`src/design/objPkg.sv`:
```
// Sprite engine shared definitions
// Widths, entry layout and visibility threshold for the object engine

package objPkg;

	// Table side
	typedef logic [8:0]  cpuAddrT;
	typedef logic [7:0]  byteT;

	// Sprite attributes
	typedef logic [10:0] tileT;
	typedef logic [2:0]  palT;
	// Zero is transparent
	typedef logic [3:0]  colorT;
	// Palette above color
	typedef logic [6:0]  objPixelT;
	typedef logic [7:0]  xPosT;

	// ROM side, leftmost pixel in bits 15..12
	typedef logic [15:0] romWordT;
	typedef logic [24:0] romAddrT;

	// ----------------------------------------
	// Entry layout, 4 bytes per sprite
	// ----------------------------------------
	localparam int offY    = 0;
	localparam int offAttr = 1;
	localparam int offTile = 2;
	localparam int offX    = 3;

	// Fields inside the attribute byte
	localparam int palLsb  = 3;
	localparam int flipBit = 6;

	// Rows from here up hit the current line
	localparam int visibleRowMin = 240;

endpackage

```
`src/design/objLineScanner.sv`:
```
// Sprite line scanner
// Walks the attribute table once per line, tests each Y against the line
// and hands visible sprite rows to the row fetcher

`timescale 1ns/1ps

module objLineScanner
	import objPkg::*;
#(
	parameter int unsigned numSprites = 128
) (
	input  logic       clk,
	input  logic       rstN,
	// Line control
	input  logic       lineStart,
	input  byteT       vPos,
	output logic       busy,
	output logic       lineSwap,
	// Attribute RAM
	output cpuAddrT    scanAddr,
	input  byteT       scanData,
	// Row fetcher
	output logic       rowStart,
	output tileT       rowTile,
	output logic [3:0] rowLine,
	output palT        rowPal,
	output logic       rowFlip,
	output xPosT       rowX,
	input  logic       rowDone
);

	typedef enum logic [1:0] {scanIdle, scanRead, scanTest, scanWait} scanStateT;

	scanStateT  scanState;
	logic [6:0] entryIdx;
	logic [1:0] byteCnt;
	byteT       vPosLat;
	// First three bytes of the entry, the fourth arrives live in scanTest
	byteT       entryBytes [3];
	byteT       curBytes [4];
	byteT       row;
	logic       visible;
	logic       lastEntry;

	// Only accepted while idle
	assign lineSwap = lineStart && (scanState == scanIdle);
	assign busy = (scanState != scanIdle);
	assign scanAddr = {entryIdx, byteCnt};
	assign lastEntry = (entryIdx == 7'(numSprites - 1));

	always_comb begin
		curBytes[0] = entryBytes[0];
		curBytes[1] = entryBytes[1];
		curBytes[2] = entryBytes[2];
		curBytes[3] = scanData;
	end

	// Line offset inside the sprite
	assign row = vPosLat + curBytes[offY];
	assign visible = (row >= visibleRowMin);

	// ----------------------------------------
	// Scan FSM
	// ----------------------------------------
	always_ff @(posedge clk or negedge rstN) begin
		if (!rstN) begin
			scanState <= scanIdle;
			entryIdx  <= '0;
			byteCnt   <= '0;
			rowStart  <= 1'b0;
		end else begin
			rowStart <= 1'b0;
			case (scanState)
				scanIdle: begin
					if (lineStart) begin
						entryIdx  <= '0;
						byteCnt   <= '0;
						scanState <= scanRead;
					end
				end
				// One address per cycle, bytes 0..3
				scanRead: begin
					byteCnt <= byteCnt + 2'd1;
					if (byteCnt == 2'd3) begin
						scanState <= scanTest;
					end
				end
				scanTest: begin
					if (visible) begin
						rowStart  <= 1'b1;
						scanState <= scanWait;
					end else if (lastEntry) begin
						scanState <= scanIdle;
					end else begin
						entryIdx  <= entryIdx + 7'd1;
						scanState <= scanRead;
					end
				end
				// Fetcher owns the row until rowDone
				scanWait: begin
					if (rowDone) begin
						if (lastEntry) begin
							scanState <= scanIdle;
						end else begin
							entryIdx  <= entryIdx + 7'd1;
							scanState <= scanRead;
						end
					end
				end
				default: scanState <= scanIdle;
			endcase
		end
	end

	// ----------------------------------------
	// Entry capture and row hand-off
	// ----------------------------------------
	always_ff @(posedge clk) begin
		if (lineSwap) begin
			vPosLat <= vPos;
		end
		// Data lags the address by one
		if (scanState == scanRead && byteCnt != 2'd0) begin
			entryBytes[byteCnt - 2'd1] <= scanData;
		end
		if (scanState == scanTest && visible) begin
			rowTile <= {curBytes[offAttr][2:0], curBytes[offTile]};
			rowLine <= row[3:0];
			rowPal  <= curBytes[offAttr][palLsb +: $bits(palT)];
			rowFlip <= curBytes[offAttr][flipBit];
			rowX    <= curBytes[offX];
		end
	end

endmodule

```
`config.mk`:
```
export PLATFORM = sky130hd
export DESIGN_NAME = objLineScanner
export DESIGN_NICKNAME = d
export VERILOG_FILES = /design/src/design/objPkg.sv /design/src/design/objLineScanner.sv
export SDC_FILE = /design/constraint.sdc
export NUM_CORES = 1
export LEC_CHECK = 0
export BUFFER_PORTS_ARGS = -buffer_cell sky130_fd_sc_hd__buf_2
export CORE_MARGIN = 3
export CORE_UTILIZATION = 50
export CTS_CLUSTER_SIZE = 8
export DETAILED_ROUTE_END_ITERATION = 12
export PLACE_DENSITY = 0.72
export REMOVE_ABC_BUFFERS = 1
export SYNTH_ARGS = -nofsm -noshare
export SYNTH_HDL_FRONTEND = slang
export SYNTH_SLANG_ARGS = --single-unit
```
`constraint.sdc`:
```
create_clock -name clk -period 3.2 [get_ports clk]
set_input_delay 0.32 -clock clk [delete_from_list [all_inputs] [get_ports clk]]
set_output_delay 0.32 -clock clk [all_outputs]
set_load 0.05 [all_outputs]
```
Word-level counts from Yosys, hierarchy flattened
Memory sizes are Yosys's and may differ from the RTL's. A register that Yosys moved wholly into a read port is not among the register bits.
Cells that the tools add are included.

storage, ports and cells
  memories = 1
  bits in writable memories = 24
  latch bits = 0
  word-level logic and storage cells = 50
  bits in registers = 32
  ROM bits = 0
  output and inout port bits = 39
  bits of input ports = 20

memory list
  memory      words  width  read ports  clocked after Yosys merged registers in  write ports  RTL line              source
  entryBytes  3      8      3           2                                        1            objLineScanner.sv:39  byteT entryBytes [3];

operators by class
  order comparisons = 1
  reduce and logical (&&, ||, !) cells = 11
  divide/modulo/power cells = 0
  mux-type cells = 17
  bitwise logic cells = 0
  add/subtract/negate cells = 4
  shifts and indexed selects = 0
  eq/ne operators = 9
  multipliers = 0

operators with widths
  kind                 count
  $mux 7               4
  $pmux 7 s3           1
  $mux 2               5
  $add 8x8->8          1
  $ge 8x8->1 const B   1
  $ne 2x2->1 const B   4
  $pmux 2 s4           1
  $add 7x1->7 const B  1
  $eq 7x7->1 const B   1
  $eq 2x2->1 const B   3
  $reduce_bool 2->1    3
  $mux 1               5
  $pmux 2 s2           1
  $reduce_and 4->1     1
  $logic_and 1x1->1    3
  $reduce_and 3->1     1
  $reduce_bool 3->1    1
  $add 2x1->2 const B  1
  $eq 2x1->1 const B   1
  $logic_not 2->1      1
  $reduce_and 2->1     1
  $sub 2x1->2 const B  1

Depth between registers and ports, before layout
An unclocked memory read counts as a cell.

  depth in word-level cells = 5
  gate-level depth with buffers = 9
  gate-level depth less buffers = 9

Worst setup path before layout
Ideal clock, no wire load.

  path kind = register to register
  start = reg scanState[0]
  end = reg entryIdx[5]
  data arrival time = 2.849 ns
  buffers on the path = 1
  setup time = 0.124 ns
  data required time = 3.076 ns
  slack = 0.226 ns
  cell stages (with the launch flop) = 8
  cell sequence = dfrtp_1 -> clkbuf_8 -> or2_1 -> nor2_1 -> a31oi_1 -> a41oi_4 -> mux2i_1 -> nand2_1

between the ends
  word-level cells in the longest chain between the ends = 3
  elaborated cells on any way between the ends = 9
  those cells by class = eq/ne: 5; mux: 1; reduce/logical: 3

ends and longest elaborated chain
  element                                                           RTL line               source
  start: declaration                                                objLineScanner.sv:34   scanStateT scanState;
  start signal: assignment                                          objLineScanner.sv:67   scanState <= scanIdle;
  start signal: assignment                                          objLineScanner.sv:78   scanState <= scanRead;
  start signal: assignment                                          objLineScanner.sv:85   scanState <= scanTest;
  $eq 2x2->1 or $logic_not 2->1 (tied branches)                     objLineScanner.sv:73   case (scanState)
  $ne 2x2->1 (no source line) or $reduce_bool 3->1 (tied branches)  n/a
  $reduce_and 4->1 (no source line)                                 n/a
  end signal: assignment                                            objLineScanner.sv:95   entryIdx <= entryIdx + 7'd1;
  end signal: assignment                                            objLineScanner.sv:105  entryIdx <= entryIdx + 7'd1;
  end: declaration                                                  objLineScanner.sv:35   logic [6:0] entryIdx;

Several ways; a longest one is shown, not always the timed one.
A chain may end at the register's enable or synchronous reset.

Final worst setup path
  start = reg vPosLat[0]
  end = reg rowX[6], enable pin

between the ends
  word-level cells in the longest chain between the ends = 3

ends and longest elaborated chain
  element                   RTL line               source
  start: declaration        objLineScanner.sv:37   byteT vPosLat;
  start signal: assignment  objLineScanner.sv:120  vPosLat <= vPos;
  $add 8x8->8               objLineScanner.sv:59   assign row = vPosLat + curBytes[offY];
  $ge 8x8->1                objLineScanner.sv:60   assign visible = (row >= visibleRowMin);
  $logic_and 1x1->1         objLineScanner.sv:126  if (scanState == scanTest && visible) begin
  end signal: assignment    objLineScanner.sv:131  rowX <= curBytes[offX];
  end: declaration          objLineScanner.sv:28   output xPosT rowX,

No other way between the ends.

==> out/summary.txt <==
Outcome = finished clean
Yosys cell types = 36
Filler Cell Count = 409
Final WL = 4470 µm
GRT Residual Overflow = 0
Max-slew violations = 0
Setup_tns = 0 ps
Area leader, netlist = edfxtp_1
CP Data Arrival Time = 2580 ps
CP startpoint kind = flop
Number of global-route vias before repair = 1457
Setup Crit Path Kind = flop to flop
Cts bufs inserted = 9
Netlist Area Pre-Place = 2760 µm²
CTS sink count = 70
Comb pwr share = 28.7%
Setup Skew = 7.29 ps
Switching part of the total = 36.4%
H-tree Lvls = 3
DRC Markers = 0
Drt first pass iters = 4
CTS clk-pin slew, worst paths = 70 ps
Power density cells = 793 nW/µm²
Cell Int Power = 1.67 mW
Max Cap Violations = 0
CTS-repair resized insts = 0
Vias = 1544
Register Area = 2040 µm²
GP Congestion = 0.726
Die area = 6450 µm²
Area of the multi-input gates = 654 µm²
Vias per inst = 4.90
WHS = 159 ps
Starting density of the core = 52.7%
Avg Inst Size Synth = 16.3 µm²
Psw = 957 µW
Worst hold stages = 1
Largest net degree at the start of global routing = 18
Data required, critical path = 3250 ps
Worst-skew pair later-pin latency = 330 ps
Overall Global Routing Usage = 15.2%
Max Freq = 394 MHz
Worst-margin pin slew = 428 ps
Worst Path Max Fanout = 17
Die span in x = 80.3 µm
Async SR Flop Fraction = 17.1%
ANT nets after route = 0
Worst hold path type = primary input to flop
Final core utilization = 63.4%
Final setup violating endpoints = 0
Final net count = 274
Initial antenna violation count = 0
Clock Tree Buf Depth = 2
First-pass GRT wire length = 7040 µm
Final Hold Viols = 0
Flop and latch count out of synthesis = 70
RSZ-0062 raised after global routing = no
Post-Syn Instances = 170
R2R cell count = 8
Synth top area share = 63.0%
Tmin final = 2540 ps
Diode count = 0
Top FF cell, synth = edfxtp_1
Sequential power share = 49.1%
DP HPWL = 3150 µm
Detailed Route Iter0 Violations = 64
Post-synth EDFFs = 58
Layout cells sized above 1 = 32.7%
Ranking of synthesized cells by area = edfxtp_1 63%, dfrtp_1 11%, ha_1 5.9%
Post-CTS Setup Bufs = 0
CTS tree = built
Clk pwr share = 22.2%
Port-buffer cells = 58
Leakage power = 1.31 nW
Area Growth Syn to Fin = 20.1%
Period utilization = 79.3%
# rows = 26
Wire per inst = 14.2 µm
Hold buffers post-CTS = 1
Worst Setup End Kind = flop
CTS root buf = clkbuf_8
Chip Height = 80.3 µm
Io pins = 59
Post-synthesis sequential area ratio = 73.9%
Slew headroom = 71.2%
Yosys warnings = 0
Peak supply drop = 0.560 mV
Core ar. = 5240 µm²
## layer usage
| metal | global-route usage, % | vias up | routed length [µm] |
|---|---|---|---|
| met2 | 22.2 | 44 | 2120 |
| met5 | 0 | - | 0 |
| met1 | 20.7 | 725 | 2070 |
| met4 | 6.76 | 0 | 46 |
| met3 | 5.16 | 4 | 225 |
| li1 | - | 771 | - |
## flip-flops by register name, indices dropped and copies added, names as in the netlist
name	count
entryIdx	7
rowFlip	1
rowStart	1
rowLine	4
rowX	8
rowPal	3
scanState	2
entryBytes	23
rowTile	11
byteCnt	2
vPosLat	8
## synth_stat cells, types with 3 or more instances
cell type  instances
edfxtp_1          58
and2_1             3
mux2i_1            5
o21ai_0            4
ha_1              13
a21oi_1            6
nand3_1            7
nand2_1           11
dfrtp_1           12
nor2_1             8
xnor2_1            4
inv_1             10
## final timing paths
| check | start | to | slack (ps) |
|---|---|---|---|
| setup / recovery | vPosLat[0]$_DFFE_PP_ | rowX[6]$_DFFE_PP_ | 660 |
| hold / removal | vPos[7] | vPosLat[7]$_DFFE_PP_ | 160 |
| setup reg to reg | vPosLat[0]$_DFFE_PP_ | rowX[6]$_DFFE_PP_ | 660 |
| hold reg to reg | entryBytes[1][0]$_DFFE_PP_ | rowTile[8]$_DFFE_PP_ | 420 |
| max in group asynchronous | rstN | entryIdx[3]$_DFFE_PN0P_ | 2570 |
| min in group asynchronous | rstN | entryIdx[4]$_DFFE_PN0P_ | 400 |
## critical path, cell delays in order, from the launching register on
cell	delay [ps]
edfxtp_1	350
ha_1	170
inv_1	60
fa_1	380
nand2b_1	160
a21oi_1	150
xor2_1	270
and4_2	510
buf_12	210
## cell usage in the layout, fill, tap and decap left out, types with 3 or more instances in the layout
| master | synthesis | final |
|---|---|---|
| a21oi_1 | 6 | 6 |
| and2_1 | 3 | 3 |
| buf_2 | 0 | 58 |
| clkbuf_8 | 1 | 9 |
| clkinv_1 | 1 | 4 |
| dfrtp_1 | 12 | 12 |
| edfxtp_1 | 58 | 58 |
| ha_1 | 13 | 13 |
| inv_1 | 10 | 10 |
| mux2i_1 | 5 | 5 |
| nand2_1 | 11 | 11 |
| nand3_1 | 7 | 7 |
| nor2_1 | 8 | 8 |
| o21ai_0 | 4 | 4 |
| xnor2_1 | 4 | 4 |
## final cells by class
| class | instances | share of cell area [%] |
|---|---|---|
| repair buffers | 61 | 9.88 |
| clock buffers | 9 | 3.73 |
| multi-input cells | 87 | 19.7 |
| clock inverters | 7 | 1.24 |
| flip-flops and latches | 70 | 61.5 |
| well taps | 70 | 2.64 |
| inverters | 11 | 1.24 |
## metrics by stage
stage          total power, mW  worst slack (ps)  instance area (µm²)  std cells
5_1_grt                   2.79               457                 3320        315
3_5_place_dp              2.07               668                 3140        298
3_3_place_gp              2.05               715                 3140        298
6_report                  2.63               661                 3320        315
2_1_floorplan             1.87               207                 2740        168
4_1_cts                   2.66               638                 3320        315
## power groups by stage
stage	sequential, mW	clock (mW)	combinational (mW)
6_report	1.29	0.585	0.754
4_1_cts	1.29	0.605	0.764
3_3_place_gp	1.30	0	0.748
2_1_floorplan	1.50	0	0.376
3_5_place_dp	1.31	0	0.761
5_1_grt	1.32	0.650	0.827
## cell families (layout without fill, tap and decap cells)
kind of cell,Yosys count,count (layout),share of synthesized area (%)
AND/OR/NAND/NOR,43,43,8.24
multiplexers,5,5,1.81
AO/OA/AOI/OAI,19,19,5.12
adder cells (fa/ha/maj),14,14,6.61
buffers and inverters,13,88,2.40
XOR/XNOR,6,6,1.90
flip-flops,70,70,73.9
(Power assumes the default switching activity.)
