$ cat src/design/objPkg.sv
// Sprite engine shared definitions
// Widths, entry layout and visibility threshold for the object engine

package objPkg;

	// Table side
	typedef logic [8:0]  cpuAddrT;
	typedef logic [7:0]  byteT;

	// Sprite attributes
	typedef logic [10:0] tileT;
	typedef logic [2:0]  palT;
	// Zero is transparent
	typedef logic [3:0]  colorT;
	// Palette above color
	typedef logic [6:0]  objPixelT;
	typedef logic [7:0]  xPosT;

	// ROM side, leftmost pixel in bits 15..12
	typedef logic [15:0] romWordT;
	typedef logic [24:0] romAddrT;

	// ----------------------------------------
	// Entry layout, 4 bytes per sprite
	// ----------------------------------------
	localparam int offY    = 0;
	localparam int offAttr = 1;
	localparam int offTile = 2;
	localparam int offX    = 3;

	// Fields inside the attribute byte
	localparam int palLsb  = 3;
	localparam int flipBit = 6;

	// Rows from here up hit the current line
	localparam int visibleRowMin = 240;

endpackage

$ cat src/design/objRowFetcher.sv
// Sprite row fetcher
// Reads four 16-bit words of one sprite row from ROM, then writes
// the 16 pixels into the line buffer, mirrored when flip-X is set

`timescale 1ns/1ps

module objRowFetcher
	import objPkg::*;
#(
	parameter romAddrT romBase = '0
) (
	input  logic       clk,
	input  logic       rstN,
	// From scanner
	input  logic       rowStart,
	input  tileT       rowTile,
	input  logic [3:0] rowLine,
	input  palT        rowPal,
	input  logic       rowFlip,
	input  xPosT       rowX,
	output logic       rowDone,
	// ROM port
	output romAddrT    romAddr,
	output logic       romReq,
	input  logic       romRdy,
	input  romWordT    romData,
	// Line buffer writes
	output logic       pixWe,
	output xPosT       pixX,
	output objPixelT   pixValue
);

	typedef enum logic [1:0] {fetchIdle, fetchReq, fetchWait, fetchDraw} fetchStateT;

	fetchStateT  fetchState;
	tileT        tileLat;
	logic [3:0]  lineLat;
	palT         palLat;
	logic        flipLat;
	xPosT        xLat;
	// Sprite column c is nibble c from the top
	logic [63:0] rowBits;
	logic [1:0]  quarter;
	logic [3:0]  pixCnt;
	logic [16:0] wordAddr;
	logic [3:0]  spriteCol;
	colorT       pixColor;

	// Tile, then row, then quarter
	assign wordAddr = {tileLat, lineLat, quarter};

	// ----------------------------------------
	// Pixel output
	// ----------------------------------------
	assign spriteCol = flipLat ? (4'd15 - pixCnt) : pixCnt;
	assign pixColor = rowBits[63 - 4 * spriteCol -: 4];
	assign pixWe = (fetchState == fetchDraw);
	// Wraps at the right edge
	assign pixX = xLat + xPosT'(pixCnt);
	assign pixValue = {palLat, pixColor};

	// ----------------------------------------
	// Fetch FSM
	// ----------------------------------------
	always_ff @(posedge clk or negedge rstN) begin
		if (!rstN) begin
			fetchState <= fetchIdle;
			quarter    <= '0;
			pixCnt     <= '0;
			romReq     <= 1'b0;
			rowDone    <= 1'b0;
		end else begin
			romReq  <= 1'b0;
			rowDone <= 1'b0;
			case (fetchState)
				fetchIdle: begin
					if (rowStart) begin
						quarter    <= '0;
						fetchState <= fetchReq;
					end
				end
				fetchReq: begin
					romReq     <= 1'b1;
					fetchState <= fetchWait;
				end
				// Next request only after romRdy
				fetchWait: begin
					if (romRdy) begin
						quarter <= quarter + 2'd1;
						if (quarter == 2'd3) begin
							pixCnt     <= '0;
							fetchState <= fetchDraw;
						end else begin
							fetchState <= fetchReq;
						end
					end
				end
				fetchDraw: begin
					pixCnt <= pixCnt + 4'd1;
					if (pixCnt == 4'd15) begin
						rowDone    <= 1'b1;
						fetchState <= fetchIdle;
					end
				end
				default: fetchState <= fetchIdle;
			endcase
		end
	end

	// Row latches, ROM address and word capture
	always_ff @(posedge clk) begin
		if (fetchState == fetchIdle && rowStart) begin
			tileLat <= rowTile;
			lineLat <= rowLine;
			palLat  <= rowPal;
			flipLat <= rowFlip;
			xLat    <= rowX;
		end
		if (fetchState == fetchReq) begin
			romAddr <= romBase | romAddrT'({wordAddr, 1'b0});
		end
		if (fetchState == fetchWait && romRdy) begin
			rowBits[63 - 16 * quarter -: 16] <= romData;
		end
	end

endmodule

$ cat config.mk
export PLATFORM = sky130hd
export DESIGN_NAME = objRowFetcher
export DESIGN_NICKNAME = d
export VERILOG_FILES = /design/src/design/objPkg.sv /design/src/design/objRowFetcher.sv
export SDC_FILE = /design/constraint.sdc
export NUM_CORES = 1
export LEC_CHECK = 0
export ABC_AREA = 1
export BUFFER_PORTS_ARGS = -buffer_cell sky130_fd_sc_hd__buf_2
export CORE_MARGIN = 5
export CORE_UTILIZATION = 51
export CTS_CLUSTER_DIAMETER = 100
export CTS_CLUSTER_SIZE = 24
export DETAILED_ROUTE_END_ITERATION = 10
export GPL_TIMING_DRIVEN = 0
export PLACE_DENSITY = 0.76
export SLEW_MARGIN = 20
export SYNTH_ARGS = -nofsm -noshare
export SYNTH_HDL_FRONTEND = slang
export SYNTH_SLANG_ARGS = --single-unit
$ cat constraint.sdc
create_clock -name clk -period 3.1 [get_ports clk]
set_input_delay 0.62 -clock clk [delete_from_list [all_inputs] [get_ports clk]]
set_output_delay 0.62 -clock clk [all_outputs]
set_load 0.005 [all_outputs]
# After elaboration in Yosys (flattened, before gate mapping)
# Index checks and enable logic that the tools add are counted.
[word_totals]
out_inout_bits = 43
wordCells = 55
regBits = 118
input_bits = 47
[op_classes]
n_mux = 16
reduce_logical = 8
n_eq_ne = 9
n_shift = 3
add_sub_neg = 7
[op_table]
columns = ["operator", "n"]
rows = [
  ["$shift 16x34->79 const A", 1],
  ["$shiftx 16x34->79", 1],
  ["$shiftx 67x33->4", 1],
  ["$bwmux 64", 1],
  ["$neg 32->34", 1],
  ["$sub 6x6->7 const A", 2],
  ["$mux 2", 6],
  ["$mux 4", 3],
  ["$reduce_and 3->1", 3],
  ["$add 8x4->8", 1],
  ["$pmux 2 s4", 1],
  ["$pmux 4 s2", 1],
  ["$eq 2x2->1 const B", 3],
  ["$ne 2x2->1 const B", 3],
  ["$add 4x1->4 const B", 1],
  ["$eq 4x4->1 const B", 1],
  ["$pmux 2 s2", 1],
  ["$reduce_bool 2->1", 2],
  ["$sub 4x4->4 const A", 1],
  ["$mux 1", 3],
  ["$add 2x1->2 const B", 1],
  ["$eq 2x1->1 const B", 1],
  ["$logic_and 1x1->1", 2],
  ["$logic_not 2->1", 1],
  ["$ne 2x1->1 const B", 1],
]

# Longest topological paths before layout
[depth]
ltp_word = 4
mapped_depth = 10
mapped_depth_nobuf = 8

# Worst setup path after synthesis
# No wires, ideal clock.
[synth_timing]
kind = "input to register"
from = "input port rowStart"
to = "register quarter[1]"
t_arrival_ps = 3205
path_slack_ps = -244
t_required_ps = 2961
stages = 4
setup_time_ps = 139
n_path_buf = 0
path_cell_list = "nor3b_1 nor2_1 a21oi_1 a21oi_1"
[synth_via]
elab_chain_cells = 2
[synth_rtl]
columns = ["element", "line", "text"]
rows = [
  ["start, declared", "objRowFetcher.sv:15", "input logic rowStart,"],
  ["$ne 2x2->1 (no line)", "-", ""],
  ["$reduce_and 3->1 (no line)", "-", ""],
  ["end signal, assigned", "objRowFetcher.sv:89", "quarter <= quarter + 2'd1;"],
  ["end, declared", "objRowFetcher.sv:43", "logic [1:0] quarter;"],
]
# No other way between the ends.
# A chain may end at the register's enable or synchronous reset.

# Worst setup path after layout
[layout_timing]
from = "register pixCnt[0]"
to = "output port pixValue[2]"
[layout_via]
elab_chain_cells = 4
[layout_rtl]
columns = ["element", "line", "text"]
rows = [
  ["start, declared", "objRowFetcher.sv:44", "logic [3:0] pixCnt;"],
  ["start signal, assigned", "objRowFetcher.sv:99", "pixCnt <= pixCnt + 4'd1;"],
  ["$sub 4x4->4", "objRowFetcher.sv:55", "assign spriteCol = flipLat ? (4'd15 - pixCnt) : pixCnt;"],
  ["$mux 4 *", "objRowFetcher.sv:55", ""],
  ["$sub 6x6->7 *", "objRowFetcher.sv:56", "assign pixColor = rowBits[63 - 4 * spriteCol -: 4];"],
  ["$shiftx 67x33->4 *", "objRowFetcher.sv:56", ""],
  ["end, declared", "objRowFetcher.sv:30", "output objPixelT pixValue"],
]
# Every way passes the cells marked *; elsewhere a longest branch is shown, timed or not.

==> reports/results.txt <==
After the last flow step, the layout net total stands at 676. In this run the worst hold path is classified as primary input to register. The die covers 12,810 µm².

STA puts the critical path data arrival time at 2.31 ns. For this run, the leading register cell type out of synthesis is sky130_fd_sc_hd__edfxtp_1. The initial antenna violation count was 1. The peak ir drop on the vdd network was 501.7 µV. For the setup violation total in the final timing report, the log shows 0.

In this run the critical register-to-register path is captured at rowBits[60]$_DFFE_PP_. The capturing element type of the critical path is an output port. After clock tree synthesis, the setup repair step added 0 buffers. For the count of fill cells added during filler insertion, the log shows 796.

The later pin in the worst-skew pair is clocked with a latency of 0.52 ns. Global routing used 21.07% of the available tracks. The global-route wire length before repair is 20.74 mm, and the distinct cell type count after synthesis is 31. The post-route minimum period was 2.927 ns; the final design utilization was 64.21%. In this run the worst path has a maximum fanout of 10. The number of port buffers was 81. After synthesis, the mean cell area works out to 10.62 µm².

The number of sinks driven by the clock tree came out at 118. TritonCTS built the clock tree. The via total after detailed routing is 3,987.

At the pin with the least slew margin, the transition time is 0.9181 ns. Data on the critical path is required at its endpoint by 2.48 ns. Cells with a size suffix above 1 make up 22.47% of the layout. For this run, asynchronously set or reset flops after synthesis account for 8.475%.

In the layout the commonest cells are sky130_fd_sc_hd__edfxtp_1 (108), sky130_fd_sc_hd__inv_1 (96), sky130_fd_sc_hd__buf_2 (85). The die is 113.2 µm tall. The largest total area in the synthesized netlist belongs to sky130_fd_sc_hd__edfxtp_1. The number of global-route vias before repair is 4,175, and the highest clock rate is 341.6 MHz. For the number of hold-slack violations in the final timing report, the log shows 0.

The clock skew after layout is 0.005106 ns. Summed over all layers, the global routing overflow is 0. The count of cells along the worst register-to-register path came out at 6. The total power divided by cell area works out to 948.9 nW/µm². STA classifies the critical path startpoint as a register. The run gives 0 as the antenna cell count. Setup repair after global routing left no endpoint under its margin. The number of max-slew violations in the final report came out at 0.

The area of the placeable core came out at 10,370 µm². On the final layout, the worst hold slack is 0.2694 ns. The flow ran to the end, and the final reports show no timing, DRC or antenna violations. Detailed placement finished with a half-perimeter wire length of 9.001 mm. The number of routed nets with antenna violations came out at 0. Counting along the longest clock path gives a buffer depth of 2. Summing all multi-input logic gate instances after layout gives 1453 µm². The commonest non-fill, non-tap cell in the layout is sky130_fd_sc_hd__edfxtp_1. The worst slack at placement was 0.5111 ns; the number of placed I/O pins was 90. The detailed-route vias per instance came out at 5.191. The area taken by flip-flops and latches was 3493 µm²; the area fraction of the dominant cell type after synthesis was 59.74%. The tools report the setup slack of the most critical reg-to-reg path as 0.47 ns.

After detailed routing, the total wire length is 12.73 mm. For the iteration-0 DRC count of the detailed router, the log shows 424. Compared with the post-synthesis result, the final layout area differs by 22.66%. The count of cells along the worst hold path was 1; the largest net degree at the start of global routing was 20. The synthesized area was 5429 µm².

Counting flops with a built-in enable in the synthesized netlist gives 108. The final critical-path share of the clock period came out at 94.43%. The worst hold path terminates at lineLat[1]$_DFFE_PP_. In the routed design, unresolved DRC markers number 0. The setup path with the least slack is of type register to output port. Counting every instance in the synthesized netlist gives 511.

The number of buffers created by CTS was 17; the initial core utilization was 52.35%. The relative max-transition margin came out at 38.73%. In this run the clock root is driven by a sky130_fd_sc_hd__clkbuf_8. The width of the die is 113.2 µm.

The sequential fraction of the synthesis area is 64.35%. Setup slack on the critical path of the routed design comes to 0.1726 ns. Summed over all cells, the static leakage comes to 2.916 nW. Clock-pin slew was measured on the worst setup and hold paths at 0.06 ns. The tools report the maximum level of the CTS H-tree as 4. The worst reg2reg path startpoint is quarter[1]$_DFFE_PN0P_.

Counting flops and latches in the post-synthesis netlist gives 118. In the final timing run, aggregate negative setup slack is 0 ns. Across the run, the number of max-cap violations was 0.

The first detailed-routing pass took 5 iterations. Row generation in the floorplan step produced 37 rows. In this run the most critical hold path is launched from rowLine[1].

Sorting the synthesized cells by area gives the leading types as sky130_fd_sc_hd__edfxtp_1 (60%), sky130_fd_sc_hd__nand3_1 (6.7%), sky130_fd_sc_hd__inv_1 (6.6%). The average wire per cell in the routed design was 16.57 µm; the final estimated routing congestion in global placement was 0.9437. For this run, the number of Yosys warnings is 0.
==> area by class of cell <==
| type | count | area share (%) |
|---|---|---|
| multi-input combinational | 272 | 21.82 |
| sequential | 118 | 52.46 |
| buffer | 29 | 2.443 |
| inverter | 98 | 5.524 |
| tap | 136 | 2.555 |
| timing repair buffer | 83 | 6.464 |
| clock buffer | 19 | 6.483 |
| clock inverter | 13 | 2.255 |
==> metrics by stage <==
stage                     total power, W  cells  instance area (µm²)
after floorplan                 0.003632    518                 5460
after global placement          0.004346    735                 6036
after detailed placement        0.004426    736                 6070
after CTS                       0.006343    769                 6661
after global routing            0.006706    768                 6659
final                           0.006318    768                 6659
==> registers in the layout, indices dropped and copies added (netlist names) <==
register / count
rowBits: 64
romAddr: 17
tileLat: 11
xLat: 8
lineLat: 4
pixCnt: 4
palLat: 3
fetchState: 2
quarter: 2
flipLat: 1
romReq: 1
rowDone: 1
==> metal layers <==
layer | up-vias | track usage, % | part of all wire, %
met4 | 2 | 7.131 | 1.8
met5 | - | 0 | 0.16
met2 | 205 | 34.60 | 50
li1 | 1918 | - | -
met3 | 27 | 8.717 | 10
met1 | 1835 | 25.18 | 38
==> power breakdown <==
| part | internal (W) | total, W | switching (W) |
|---|---|---|---|
| registers | 0.00213 | 0.00228 | 0.000149 |
| clock network | 0.00117 | 0.00190 | 0.000723 |
| logic | 0.000715 | 0.00214 | 0.00143 |
| total | 0.00402 | 0.00632 | 0.00230 |
==> cells in the mapped netlist, types with 3 or more instances <==
master / number
sky130_fd_sc_hd__nand3b_1: 5
sky130_fd_sc_hd__dfrtp_1: 10
sky130_fd_sc_hd__inv_1: 96
sky130_fd_sc_hd__nor3_1: 66
sky130_fd_sc_hd__clkbuf_1: 12
sky130_fd_sc_hd__buf_2: 6
sky130_fd_sc_hd__a21oi_1: 6
sky130_fd_sc_hd__ha_1: 9
sky130_fd_sc_hd__buf_4: 8
sky130_fd_sc_hd__edfxtp_1: 108
sky130_fd_sc_hd__xor2_1: 3
sky130_fd_sc_hd__nand2_2: 3
sky130_fd_sc_hd__nand2_1: 70
sky130_fd_sc_hd__o21ai_0: 7
sky130_fd_sc_hd__xnor2_1: 3
sky130_fd_sc_hd__nor2_1: 8
sky130_fd_sc_hd__nand3_1: 73
==> how the worst max path moves through the flow <==
stage	endpoint	slack, ns	cells after the start	start
after floorplan	rowBits[48]$_DFFE_PP_	0.77	6	quarter[0]$_DFFE_PN0P_
after global placement	rowBits[55]$_DFFE_PP_	0.19	6	quarter[0]$_DFFE_PN0P_
after detailed placement	rowBits[17]$_DFFE_PP_	0.51	6	quarter[0]$_DFFE_PN0P_
after CTS	pixValue[2]	0.10	10	pixCnt[0]$_DFFE_PN0P_
after global routing	pixValue[0]	0.01	10	pixCnt[0]$_DFFE_PN0P_
final	pixValue[2]	0.17	10	pixCnt[0]$_DFFE_PN0P_
==> timing repair <==
item,CTS,global route
hold buffers,1,0
endpoints found under the hold margin,10,0
gates resized for setup,0,2
endpoints found under the setup margin,0,5
==> worst max-delay path: stages (launching register included) <==
cell	delay [ns]
sky130_fd_sc_hd__dfrtp_1	0.45
sky130_fd_sc_hd__inv_1	0.17
sky130_fd_sc_hd__nand2_2	0.16
sky130_fd_sc_hd__nand2_4	0.17
sky130_fd_sc_hd__buf_2	0.25
sky130_fd_sc_hd__nand2_1	0.09
sky130_fd_sc_hd__nand3_1	0.11
sky130_fd_sc_hd__nand3_1	0.11
sky130_fd_sc_hd__nand3_1	0.09
sky130_fd_sc_hd__nand2_1	0.06
sky130_fd_sc_hd__buf_2	0.12
==> cell families (layout without fill, tap and decap cells) <==
| family | count (synthesis) | after routing | share of synthesized area [%] |
|---|---|---|---|
| adder cells (fa/ha/maj) | 10 | 10 | 2.443 |
| buffers and inverters | 128 | 242 | 9.818 |
| AO/OA/AOI/OAI | 16 | 16 | 1.636 |
| other | 1 | 8 | 0.06907 |
| XOR/XNOR | 9 | 9 | 1.867 |
| AND/OR/NAND/NOR | 229 | 229 | 19.82 |
| flip-flops | 118 | 118 | 64.35 |
No activity file was read; power rests on OpenSTA's default activity.
